File: src/source/usb_bus_pkg.sv
`default_nettype none

package usb_bus_pkg;

    typedef struct packed {
        logic dp;
        logic dm;
    } bus_sample_t;

    typedef struct packed {
        logic edge_start;
        logic eop;
        logic shift_enable;
        logic bit_value;
    } line_event_t;

    // full-speed line states
    localparam bus_sample_t BUS_J = '{dp: 1'b1, dm: 1'b0};
    localparam bus_sample_t BUS_K = '{dp: 1'b0, dm: 1'b1};

endpackage

`default_nettype wire

File: src/source/usb_rx_pkg.sv
`default_nettype none

package usb_rx_pkg;

    typedef logic [7:0] byte_t;
    typedef logic [3:0] pid_nibble_t;
    typedef logic [6:0] addr_t;
    typedef logic [3:0] endp_t;

    typedef enum logic [2:0] {
        PKT_NONE  = 3'd0,
        PKT_IN    = 3'd1,
        PKT_OUT   = 3'd2,
        PKT_DATA  = 3'd3,
        PKT_ACK   = 3'd4,
        PKT_NAK   = 3'd5,
        PKT_ERROR = 3'd6
    } packet_t;

    localparam byte_t SYNC_BYTE = 8'h01;

    // low nibble of the pid byte
    localparam pid_nibble_t PID_OUT   = 4'h1;
    localparam pid_nibble_t PID_IN    = 4'h9;
    localparam pid_nibble_t PID_DATA0 = 4'h3;
    localparam pid_nibble_t PID_DATA1 = 4'hB;
    localparam pid_nibble_t PID_ACK   = 4'h2;
    localparam pid_nibble_t PID_NAK   = 4'hA;

endpackage

`default_nettype wire

File: src/source/usb_line_decoder.sv
`timescale 1ns/1ps
`default_nettype none

module usb_line_decoder #(
    parameter int CLKS_PER_BIT = 8
) (
    input  logic                     clk,
    input  logic                     n_rst,
    input  usb_bus_pkg::bus_sample_t bus,
    input  logic                     timer_clear,
    output usb_bus_pkg::line_event_t line_evt
);
    import usb_bus_pkg::*;

    localparam int CW = $clog2(CLKS_PER_BIT + 1);
    localparam int HALF = CLKS_PER_BIT / 2;

    bus_sample_t sync_1;
    bus_sample_t sync_2;
    bus_sample_t line_prev;
    logic [CW-1:0] bit_cnt;
    logic [2:0] ones_cnt;
    logic active;
    logic prev_dp;
    logic transition;
    logic start_k;
    logic mid_bit;
    logic se0;
    logic nrzi_bit;

    assign transition = (sync_2 != line_prev);
    assign start_k = !active && transition && (sync_2 == BUS_K);
    assign mid_bit = active && (bit_cnt == CW'(HALF));
    assign se0 = !sync_2.dp && !sync_2.dm;
    // no change on the line decodes as a one
    assign nrzi_bit = (sync_2.dp == prev_dp);

    always_ff @(posedge clk, negedge n_rst) begin
        if (!n_rst) begin
            sync_1 <= BUS_J;
            sync_2 <= BUS_J;
            line_prev <= BUS_J;
        end else begin
            sync_1 <= bus;
            sync_2 <= sync_1;
            line_prev <= sync_2;
        end
    end

    // realign on every edge of the line
    always_ff @(posedge clk, negedge n_rst) begin
        if (!n_rst) begin
            bit_cnt <= '0;
        end else if (transition) begin
            bit_cnt <= CW'(1);
        end else if (timer_clear || bit_cnt == CW'(CLKS_PER_BIT - 1)) begin
            bit_cnt <= '0;
        end else begin
            bit_cnt <= bit_cnt + 1'b1;
        end
    end

    always_ff @(posedge clk, negedge n_rst) begin
        if (!n_rst) begin
            line_evt <= '0;
            active <= 1'b0;
            prev_dp <= 1'b1;
            ones_cnt <= '0;
        end else begin
            line_evt <= '0;
            if (start_k) begin
                line_evt.edge_start <= 1'b1;
                active <= 1'b1;
            end else if (mid_bit) begin
                if (se0) begin
                    line_evt.eop <= 1'b1;
                    active <= 1'b0;
                    prev_dp <= 1'b1;
                    ones_cnt <= '0;
                end else begin
                    prev_dp <= sync_2.dp;
                    if (ones_cnt == 3'd6) begin
                        // stuffed zero, dropped
                        ones_cnt <= '0;
                    end else begin
                        line_evt.shift_enable <= 1'b1;
                        line_evt.bit_value <= nrzi_bit;
                        ones_cnt <= nrzi_bit ? ones_cnt + 3'd1 : 3'd0;
                    end
                end
            end
        end
    end

endmodule

`default_nettype wire

File: src/source/usb_byte_assembler.sv
`timescale 1ns/1ps
`default_nettype none

module usb_byte_assembler (
    input  logic                     clk,
    input  logic                     n_rst,
    input  usb_bus_pkg::line_event_t line_evt,
    output usb_rx_pkg::byte_t        rcv_data,
    output logic                     one_byte
);

    logic [2:0] bit_cnt;

    always_ff @(posedge clk, negedge n_rst) begin
        if (!n_rst) begin
            bit_cnt <= '0;
            one_byte <= 1'b0;
        end else begin
            // eighth bit in, strobe next cycle
            one_byte <= line_evt.shift_enable && (bit_cnt == 3'd7);
            if (line_evt.edge_start || line_evt.eop) begin
                bit_cnt <= '0;
            end else if (line_evt.shift_enable) begin
                bit_cnt <= bit_cnt + 3'd1;
            end
        end
    end

    // first bit on the wire ends up as the msb
    always_ff @(posedge clk) begin
        if (line_evt.shift_enable) begin
            rcv_data <= {rcv_data[6:0], line_evt.bit_value};
        end
    end

endmodule

`default_nettype wire

File: src/source/usb_rx_fifo.sv
`timescale 1ns/1ps
`default_nettype none

module usb_rx_fifo #(
    parameter int FIFO_DEPTH = 16
) (
    input  logic              clk,
    input  logic              n_rst,
    input  logic              wr_en,
    input  usb_rx_pkg::byte_t wr_data,
    input  logic              rd_en,
    output usb_rx_pkg::byte_t rd_data,
    output logic              empty,
    output logic              full
);
    import usb_rx_pkg::*;

    localparam int AW = $clog2(FIFO_DEPTH);

    byte_t mem [FIFO_DEPTH];
    logic [AW:0] wr_ptr;
    logic [AW:0] rd_ptr;
    logic do_write;
    logic do_read;

    // extra pointer bit tells full from empty
    assign empty = (wr_ptr == rd_ptr);
    assign full = (wr_ptr[AW] != rd_ptr[AW]) && (wr_ptr[AW-1:0] == rd_ptr[AW-1:0]);
    assign do_write = wr_en && !full;
    assign do_read = rd_en && !empty;
    assign rd_data = mem[rd_ptr[AW-1:0]];

    always_ff @(posedge clk) begin
        if (do_write) begin
            mem[wr_ptr[AW-1:0]] <= wr_data;
        end
    end

    always_ff @(posedge clk, negedge n_rst) begin
        if (!n_rst) begin
            wr_ptr <= '0;
            rd_ptr <= '0;
        end else begin
            if (do_write) begin
                wr_ptr <= wr_ptr + 1'b1;
            end
            if (do_read) begin
                rd_ptr <= rd_ptr + 1'b1;
            end
        end
    end

endmodule

`default_nettype wire

File: src/source/usb_rcu.sv
`timescale 1ns/1ps
`default_nettype none

module usb_rcu #(
    parameter usb_rx_pkg::addr_t DEV_ADDR = 7'h00,
    parameter usb_rx_pkg::endp_t DEV_ENDP = 4'h0
) (
    input  logic                     clk,
    input  logic                     n_rst,
    input  usb_bus_pkg::line_event_t line_evt,
    input  logic                     one_byte,
    input  usb_rx_pkg::byte_t        rcv_data,
    output usb_rx_pkg::packet_t      rx_packet,
    output logic                     store_rx_packet,
    output logic                     receiving,
    output logic                     w_enable_buffer,
    output logic                     r_error,
    output logic                     timer_clear,
    output logic                     packet_done
);
    import usb_rx_pkg::*;

    typedef enum logic [3:0] {
        idle,
        load_sync,
        load_pid,
        data_state,
        token,
        token_number,
        error_state,
        wait_eop,
        transfer_done
    } state_t;

    state_t state;
    state_t next_state;
    packet_t next_rx_packet;
    logic endp_lsb;
    logic next_endp_lsb;
    logic aligned;
    logic first_pending;
    pid_nibble_t pid;
    endp_t endp_rx;

    assign pid = rcv_data[3:0];
    // endpoint straddles the two token bytes
    assign endp_rx = {rcv_data[2:0], endp_lsb};

    always_ff @(posedge clk, negedge n_rst) begin
        if (!n_rst) begin
            state <= idle;
            rx_packet <= PKT_NONE;
            endp_lsb <= 1'b0;
            aligned <= 1'b0;
            first_pending <= 1'b0;
            w_enable_buffer <= 1'b0;
            store_rx_packet <= 1'b0;
        end else begin
            state <= next_state;
            rx_packet <= next_rx_packet;
            endp_lsb <= next_endp_lsb;
            if (one_byte) begin
                aligned <= 1'b1;
            end else if (line_evt.shift_enable) begin
                aligned <= 1'b0;
            end
            if (state == load_pid && next_state == data_state) begin
                first_pending <= 1'b1;
            end else if (w_enable_buffer) begin
                first_pending <= 1'b0;
            end
            w_enable_buffer <= (state == data_state) && one_byte && !line_evt.eop;
            store_rx_packet <= w_enable_buffer && first_pending;
        end
    end

    always_comb begin
        next_state = state;
        next_rx_packet = rx_packet;
        next_endp_lsb = endp_lsb;
        case (state)
            idle, error_state, transfer_done: begin
                if (line_evt.edge_start) begin
                    next_state = load_sync;
                    next_rx_packet = PKT_NONE;
                end
            end
            load_sync: begin
                if (line_evt.eop) begin
                    next_state = error_state;
                end else if (one_byte) begin
                    next_state = (rcv_data == SYNC_BYTE) ? load_pid : error_state;
                end
            end
            load_pid: begin
                if (line_evt.eop) begin
                    next_state = error_state;
                end else if (one_byte) begin
                    case (pid)
                        PID_OUT: begin
                            next_state = token;
                            next_rx_packet = PKT_OUT;
                        end
                        PID_IN: begin
                            next_state = token;
                            next_rx_packet = PKT_IN;
                        end
                        PID_DATA0, PID_DATA1: begin
                            next_state = data_state;
                            next_rx_packet = PKT_DATA;
                        end
                        PID_ACK: begin
                            next_state = wait_eop;
                            next_rx_packet = PKT_ACK;
                        end
                        PID_NAK: begin
                            next_state = wait_eop;
                            next_rx_packet = PKT_NAK;
                        end
                        default: begin
                            next_state = error_state;
                            next_rx_packet = PKT_ERROR;
                        end
                    endcase
                end
            end
            token: begin
                if (line_evt.eop) begin
                    next_state = error_state;
                end else if (one_byte) begin
                    if (rcv_data[6:0] != DEV_ADDR) begin
                        next_state = wait_eop;
                        next_rx_packet = PKT_NONE;
                    end else begin
                        next_state = token_number;
                        next_endp_lsb = rcv_data[7];
                    end
                end
            end
            token_number: begin
                if (line_evt.eop) begin
                    next_state = error_state;
                end else if (one_byte) begin
                    next_state = wait_eop;
                    if (endp_rx != DEV_ENDP) begin
                        next_rx_packet = PKT_NONE;
                    end
                end
            end
            data_state: begin
                // eop must land on a byte boundary
                if (line_evt.eop) begin
                    next_state = (aligned || one_byte) ? transfer_done : error_state;
                end
            end
            wait_eop: begin
                if (line_evt.eop) begin
                    next_state = transfer_done;
                end
            end
            default: next_state = idle;
        endcase
    end

    always_comb begin
        receiving = 1'b0;
        r_error = 1'b0;
        packet_done = 1'b0;
        timer_clear = 1'b0;
        case (state)
            load_sync, load_pid, data_state, token, token_number, wait_eop: begin
                receiving = 1'b1;
            end
            error_state: r_error = 1'b1;
            transfer_done: begin
                packet_done = 1'b1;
                timer_clear = 1'b1;
            end
            default: ;
        endcase
    end

endmodule

`default_nettype wire

File: src/source/usb_rx.sv
`timescale 1ns/1ps
`default_nettype none

module usb_rx #(
    parameter int                CLKS_PER_BIT = 8,
    parameter usb_rx_pkg::addr_t DEV_ADDR     = 7'h00,
    parameter usb_rx_pkg::endp_t DEV_ENDP     = 4'h0,
    parameter int                FIFO_DEPTH   = 16
) (
    input  logic                     clk,
    input  logic                     n_rst,
    input  usb_bus_pkg::bus_sample_t bus,
    input  logic                     rd_en,
    output usb_rx_pkg::byte_t        rd_data,
    output logic                     fifo_empty,
    output logic                     fifo_full,
    output usb_rx_pkg::packet_t      rx_packet,
    output logic                     receiving,
    output logic                     packet_done,
    output logic                     r_error,
    output logic                     data_start
);
    import usb_bus_pkg::*;
    import usb_rx_pkg::*;

    line_event_t line_evt;
    byte_t rcv_data;
    logic one_byte;
    logic timer_clear;
    logic w_enable_buffer;

    usb_line_decoder #(
        .CLKS_PER_BIT(CLKS_PER_BIT)
    ) i_decoder (
        .clk        (clk),
        .n_rst      (n_rst),
        .bus        (bus),
        .timer_clear(timer_clear),
        .line_evt   (line_evt)
    );

    usb_byte_assembler i_assembler (
        .clk     (clk),
        .n_rst   (n_rst),
        .line_evt(line_evt),
        .rcv_data(rcv_data),
        .one_byte(one_byte)
    );

    usb_rcu #(
        .DEV_ADDR(DEV_ADDR),
        .DEV_ENDP(DEV_ENDP)
    ) i_rcu (
        .clk            (clk),
        .n_rst          (n_rst),
        .line_evt       (line_evt),
        .one_byte       (one_byte),
        .rcv_data       (rcv_data),
        .rx_packet      (rx_packet),
        .store_rx_packet(data_start),
        .receiving      (receiving),
        .w_enable_buffer(w_enable_buffer),
        .r_error        (r_error),
        .timer_clear    (timer_clear),
        .packet_done    (packet_done)
    );

    usb_rx_fifo #(
        .FIFO_DEPTH(FIFO_DEPTH)
    ) i_fifo (
        .clk    (clk),
        .n_rst  (n_rst),
        .wr_en  (w_enable_buffer),
        .wr_data(rcv_data),
        .rd_en  (rd_en),
        .rd_data(rd_data),
        .empty  (fifo_empty),
        .full   (fifo_full)
    );

endmodule

`default_nettype wire

File: config.mk
export PLATFORM = sky130hd
export DESIGN_NAME = usb_rx
export DESIGN_NICKNAME = d
export VERILOG_FILES = /design/src/source/usb_bus_pkg.sv /design/src/source/usb_rx_pkg.sv /design/src/source/usb_line_decoder.sv /design/src/source/usb_byte_assembler.sv /design/src/source/usb_rx_fifo.sv /design/src/source/usb_rcu.sv /design/src/source/usb_rx.sv
export SDC_FILE = /design/constraint.sdc
export NUM_CORES = 1
export LEC_CHECK = 0
export BUFFER_PORTS_ARGS = -buffer_cell sky130_fd_sc_hd__buf_4
export CORE_ASPECT_RATIO = 0.75
export CORE_MARGIN = 5
export CORE_UTILIZATION = 35
export DETAILED_ROUTE_END_ITERATION = 10
export SYNTH_ARGS = -nofsm -noshare
export SYNTH_HDL_FRONTEND = slang
export SYNTH_HIERARCHICAL = 1
export SYNTH_SLANG_ARGS = --single-unit
File: constraint.sdc
create_clock -name clk -period 5.5 [get_ports clk]
set_input_delay 0.55 -clock clk [delete_from_list [all_inputs] [get_ports clk]]
set_output_delay 0.55 -clock clk [all_outputs]
set_load 0.03 [all_outputs]
==> impl_metrics.sql <==
INSERT INTO impl_metrics (metric_group, metric, value, unit) VALUES
('final_layout', 'multiInputGateArea', '2310', 'sq um'),
('setup_path', 'worst_setup_path_end_kind', 'primary output', ''),
('sta', 'slew_headroom', '16.1', '%'),
('cts', 'cts_root_buffer', 'sky130_fd_sc_hd__clkbuf_16', ''),
('pwr', 'vdd_drop_max', '0.164', 'mV'),
('setup_path', 'worstPathCellList', 'mux4_2, a22oi_1, nand2_1, buf_4', ''),
('final_layout', 'area.sequential', '5220', 'sq um'),
('cts', 'hold_buffers', '0', ''),
('setup_path', 'critical_path_data_required_time', '4950', 'ps'),
('synthesis', 'synth_async_sr_flop_share', '24.9', '%'),
('setup_path', 'highest_fanout_seen_on_the_critical_path', '36', ''),
('global_route', 'first_global_vias', '4276', ''),
('final_layout', 'layout.cells.most_common', 'sky130_fd_sc_hd__edfxtp_1', ''),
('sta', 'tightestPinTransition', '1250', 'ps'),
('setup_path', 'rr_worst_depth', '4', ''),
('detailed_routing', 'detail-route-antenna-nets', '0', ''),
('final_layout', 'final_layout_size_suffix_gt1_share', '18.2', '%'),
('sta', 'hold_violations', '0', ''),
('setup_path', 'timing.critical_path.buf_inv', '1', ''),
('sta', 'fmaxAchievable', '295', 'MHz'),
('synthesis', 'synth-seq-area-share', '67.1', '%'),
('synthesis', 'synthCells', '476', ''),
('setup_path', 'startpoint_type', 'flip-flop', ''),
('synthesis', 'syn-num-nets', '492', ''),
('placed_design', 'dp.final_hpwl', '9.80', 'mm'),
('setup_path', 'crit-reg2reg-capture', 'i_fifo/mem[8][6]$_DFFE_PP_', ''),
('placed_design', 'globalplace.congestion', '0.762', ''),
('outcome', 'run_status', 'finished, final reports clean', ''),
('sta', 'report.final.slew_viol_count', '0', ''),
('detailed_routing', 'via_count', '4162', ''),
('final_layout', 'n_antenna_cell', '0', ''),
('setup_path', 'setup.reg_to_reg.worst_slack', '2210', 'ps'),
('final_layout', 'area.growth.synth_to_final', '12.5', '%'),
('cts', 'numClockSinks', '181', ''),
('detailed_routing', 'route.detailed.wl_per_inst', '19.2', 'um'),
('pwr', 'cellLeakagePower', '3.06', 'nW'),
('cts', 'htreeDepth', '4', ''),
('global_route', 'grt_first_pass_wirelength', '24.5', 'mm'),
('synthesis', 'synthDistinctLibCells', '69', ''),
('cts', 'clock_network_latency_to_the_later_pin_of_the_worst_skew_pair', '440', 'ps'),
('global_route', 'gr-usage-all-layers', '12.6', '%'),
('synthesis', 'synthDominantAreaCellType', 'sky130_fd_sc_hd__edfxtp_1', ''),
('detailed_routing', 'detail_route.drc_violations', '0', ''),
('final_layout', 'final_cell_mix', '136 x sky130_fd_sc_hd__edfxtp_1, 40 x sky130_fd_sc_hd__dfrtp_1, 33 x sky130_fd_sc_hd__nand2_1', ''),
('detailed_routing', 'drtPass1Iterations', '5', ''),
('synthesis', 'synth_top_cell_area_share', '52.5', '%'),
('setup_path', 'cp_slowest_cell', 'sky130_fd_sc_hd__dfrtp_2', ''),
('synthesis', 'synth_top_cells_by_area', 'sky130_fd_sc_hd__edfxtp_1 53%, sky130_fd_sc_hd__dfrtp_1 13%, sky130_fd_sc_hd__mux4_1 6.4%, sky130_fd_sc_hd__mux4_2 3.8%, sky130_fd_sc_hd__ha_1 1.8%', ''),
('global_route', 'antenna_found_initial', '0', ''),
('global_route', 'grt_start_max_net_pins', '46', ''),
('detailed_routing', 'totalWireLength', '15.4', 'mm'),
('sta', 'setup_clock_skew_after_layout', '20.6', 'ps'),
('setup_path', 'crit_family', 'flip-flops', ''),
('sta', 'tns', '0', 'ps'),
('floorplan', 'row_count', '47', ''),
('synthesis', 'synth_edf_count', '136', ''),
('detailed_routing', 'routed_via_density', '5.20', ''),
('setup_path', 'critPathMaxStageDelay', '1100', 'ps'),
('setup_path', 'timing.setup.critical_path_class', 'reg -> out', ''),
('synthesis', 'netlist_area', '7770', 'sq um'),
('final_layout', 'fill_cells', '1988', ''),
('floorplan', 'die_x', '182', 'um'),
('min_path', 'hold_class', 'in -> async', ''),
('floorplan', 'top_level_ports', '22', ''),
('global_route', 'global_route.overflow_total', '0', ''),
('pwr', 'total_power_density_per_cell_area', '332', 'nW/um^2'),
('cts', 'post_cts_resized', '0', ''),
('synthesis', 'ys_dominant_reg_cell', 'sky130_fd_sc_hd__edfxtp_1', ''),
('floorplan', 'die_height', '139', 'um'),
('floorplan', 'initial_utilization', '35.4', '%'),
('synthesis', 'yosysWarningCount', '6', '');
==> stage by stage <==
step                      instances  utilization [%]  hold WS (ps)  instance area, sq um  worst slack, ps
after CTS                       800             39.9           131                  8750             2120
after global placement          768             37.0           344                  8120             2300
after global routing            800             39.9           148                  8750             1940
final                           800             39.9           107                  8750             2110
after detailed placement        768             37.0           337                  8120             2160
after floorplan                 476                -           254                  7770             3380
==> cells by family (layout without fill, tap and decap cells) <==
logic type	count (synthesis)	count (layout)	share of synthesized area, %
XOR/XNOR	16	16	1.80
adder cells (fa/ha/maj)	11	11	1.77
AND/OR/NAND/NOR	123	123	8.18
flip-flops	181	181	67.1
buffers and inverters	39	69	3.14
AO/OA/AOI/OAI	62	62	6.04
multiplexers	44	44	12.0
==> final cells by class <==
class	instances	area share, %
clock buffer	17	4.86
multi-input combinational	256	26.5
sequential	181	59.6
clock inverter	15	2.30
inverter	15	0.644
timing repair buffer	22	1.89
tap	294	4.21
==> routing by layer <==
metal  vias up  share of wire [%]  track usage, %
li1       1887                  -               -
met1      2166                 49            18.3
met2        97                 46            19.1
met3        12                4.9            3.17
met4         0               0.57            3.43
met5         -                  0               0
==> registers in the layout (all words and copies together) (netlist names), 2 cells and up <==
signal                flops
i_fifo/mem              128
i_assembler/rcv_data      8
i_fifo/rd_ptr             5
i_fifo/wr_ptr             5
i_decoder/bit_cnt         4
i_decoder/line_evt        4
i_rcu/state               4
i_assembler/bit_cnt       3
i_decoder/ones_cnt        3
i_rcu/rx_packet           3
i_decoder/line_prev       2
i_decoder/sync_1          2
i_decoder/sync_2          2
==> cell usage after synthesis, types with 3 or more instances <==
library cell / instances
sky130_fd_sc_hd__nor2b_1: 5
sky130_fd_sc_hd__a22oi_1: 16
sky130_fd_sc_hd__a31oi_1: 3
sky130_fd_sc_hd__nand2_1: 33
sky130_fd_sc_hd__buf_2: 6
sky130_fd_sc_hd__nand3_1: 6
sky130_fd_sc_hd__mux2_4: 3
sky130_fd_sc_hd__dfrtp_1: 41
sky130_fd_sc_hd__mux2_2: 3
sky130_fd_sc_hd__and2_1: 4
sky130_fd_sc_hd__dfstp_2: 4
sky130_fd_sc_hd__buf_6: 3
sky130_fd_sc_hd__a21oi_1: 7
sky130_fd_sc_hd__nand4_1: 4
sky130_fd_sc_hd__mux2i_1: 5
sky130_fd_sc_hd__edfxtp_1: 136
sky130_fd_sc_hd__o211ai_1: 3
sky130_fd_sc_hd__o21ai_0: 7
sky130_fd_sc_hd__ha_1: 11
sky130_fd_sc_hd__o21ai_1: 3
sky130_fd_sc_hd__mux4_1: 19
sky130_fd_sc_hd__inv_1: 14
sky130_fd_sc_hd__xor2_1: 3
sky130_fd_sc_hd__nor2_1: 32
sky130_fd_sc_hd__buf_4: 5
sky130_fd_sc_hd__nor3_1: 16
sky130_fd_sc_hd__mux4_2: 13
sky130_fd_sc_hd__clkbuf_1: 3
sky130_fd_sc_hd__xnor2_1: 13
==> worst max-delay path by stage <==
| stage | cells after the start | to | slack, ps | from |
|---|---|---|---|---|
| global route | 4 | i_fifo/mem[10][7]$_DFFE_PP_ | 1940 | i_fifo/rd_ptr[1]$_DFFE_PN0P_ |
| global placement | 4 | i_fifo/mem[8][6]$_DFFE_PP_ | 2300 | i_fifo/rd_ptr[1]$_DFFE_PN0P_ |
| floorplan | 5 | rd_data[0] | 3380 | i_fifo/rd_ptr[1]$_DFFE_PN0P_ |
| detailed placement | 4 | i_fifo/mem[8][1]$_DFFE_PP_ | 2160 | i_fifo/rd_ptr[1]$_DFFE_PN0P_ |
| CTS | 4 | rd_data[6] | 2120 | i_fifo/rd_ptr[1]$_DFFE_PN0P_ |
| finish | 4 | rd_data[6] | 2110 | i_fifo/rd_ptr[1]$_DFFE_PN0P_ |
==> where the power goes <==
part	total (W)	switching, W	internal, W
sequential	0.00151	0.0000347	0.00147
combinational	0.000124	0.0000707	0.0000533
clock	0.00128	0.000572	0.000703
Power figures use the tool's default switching activity.
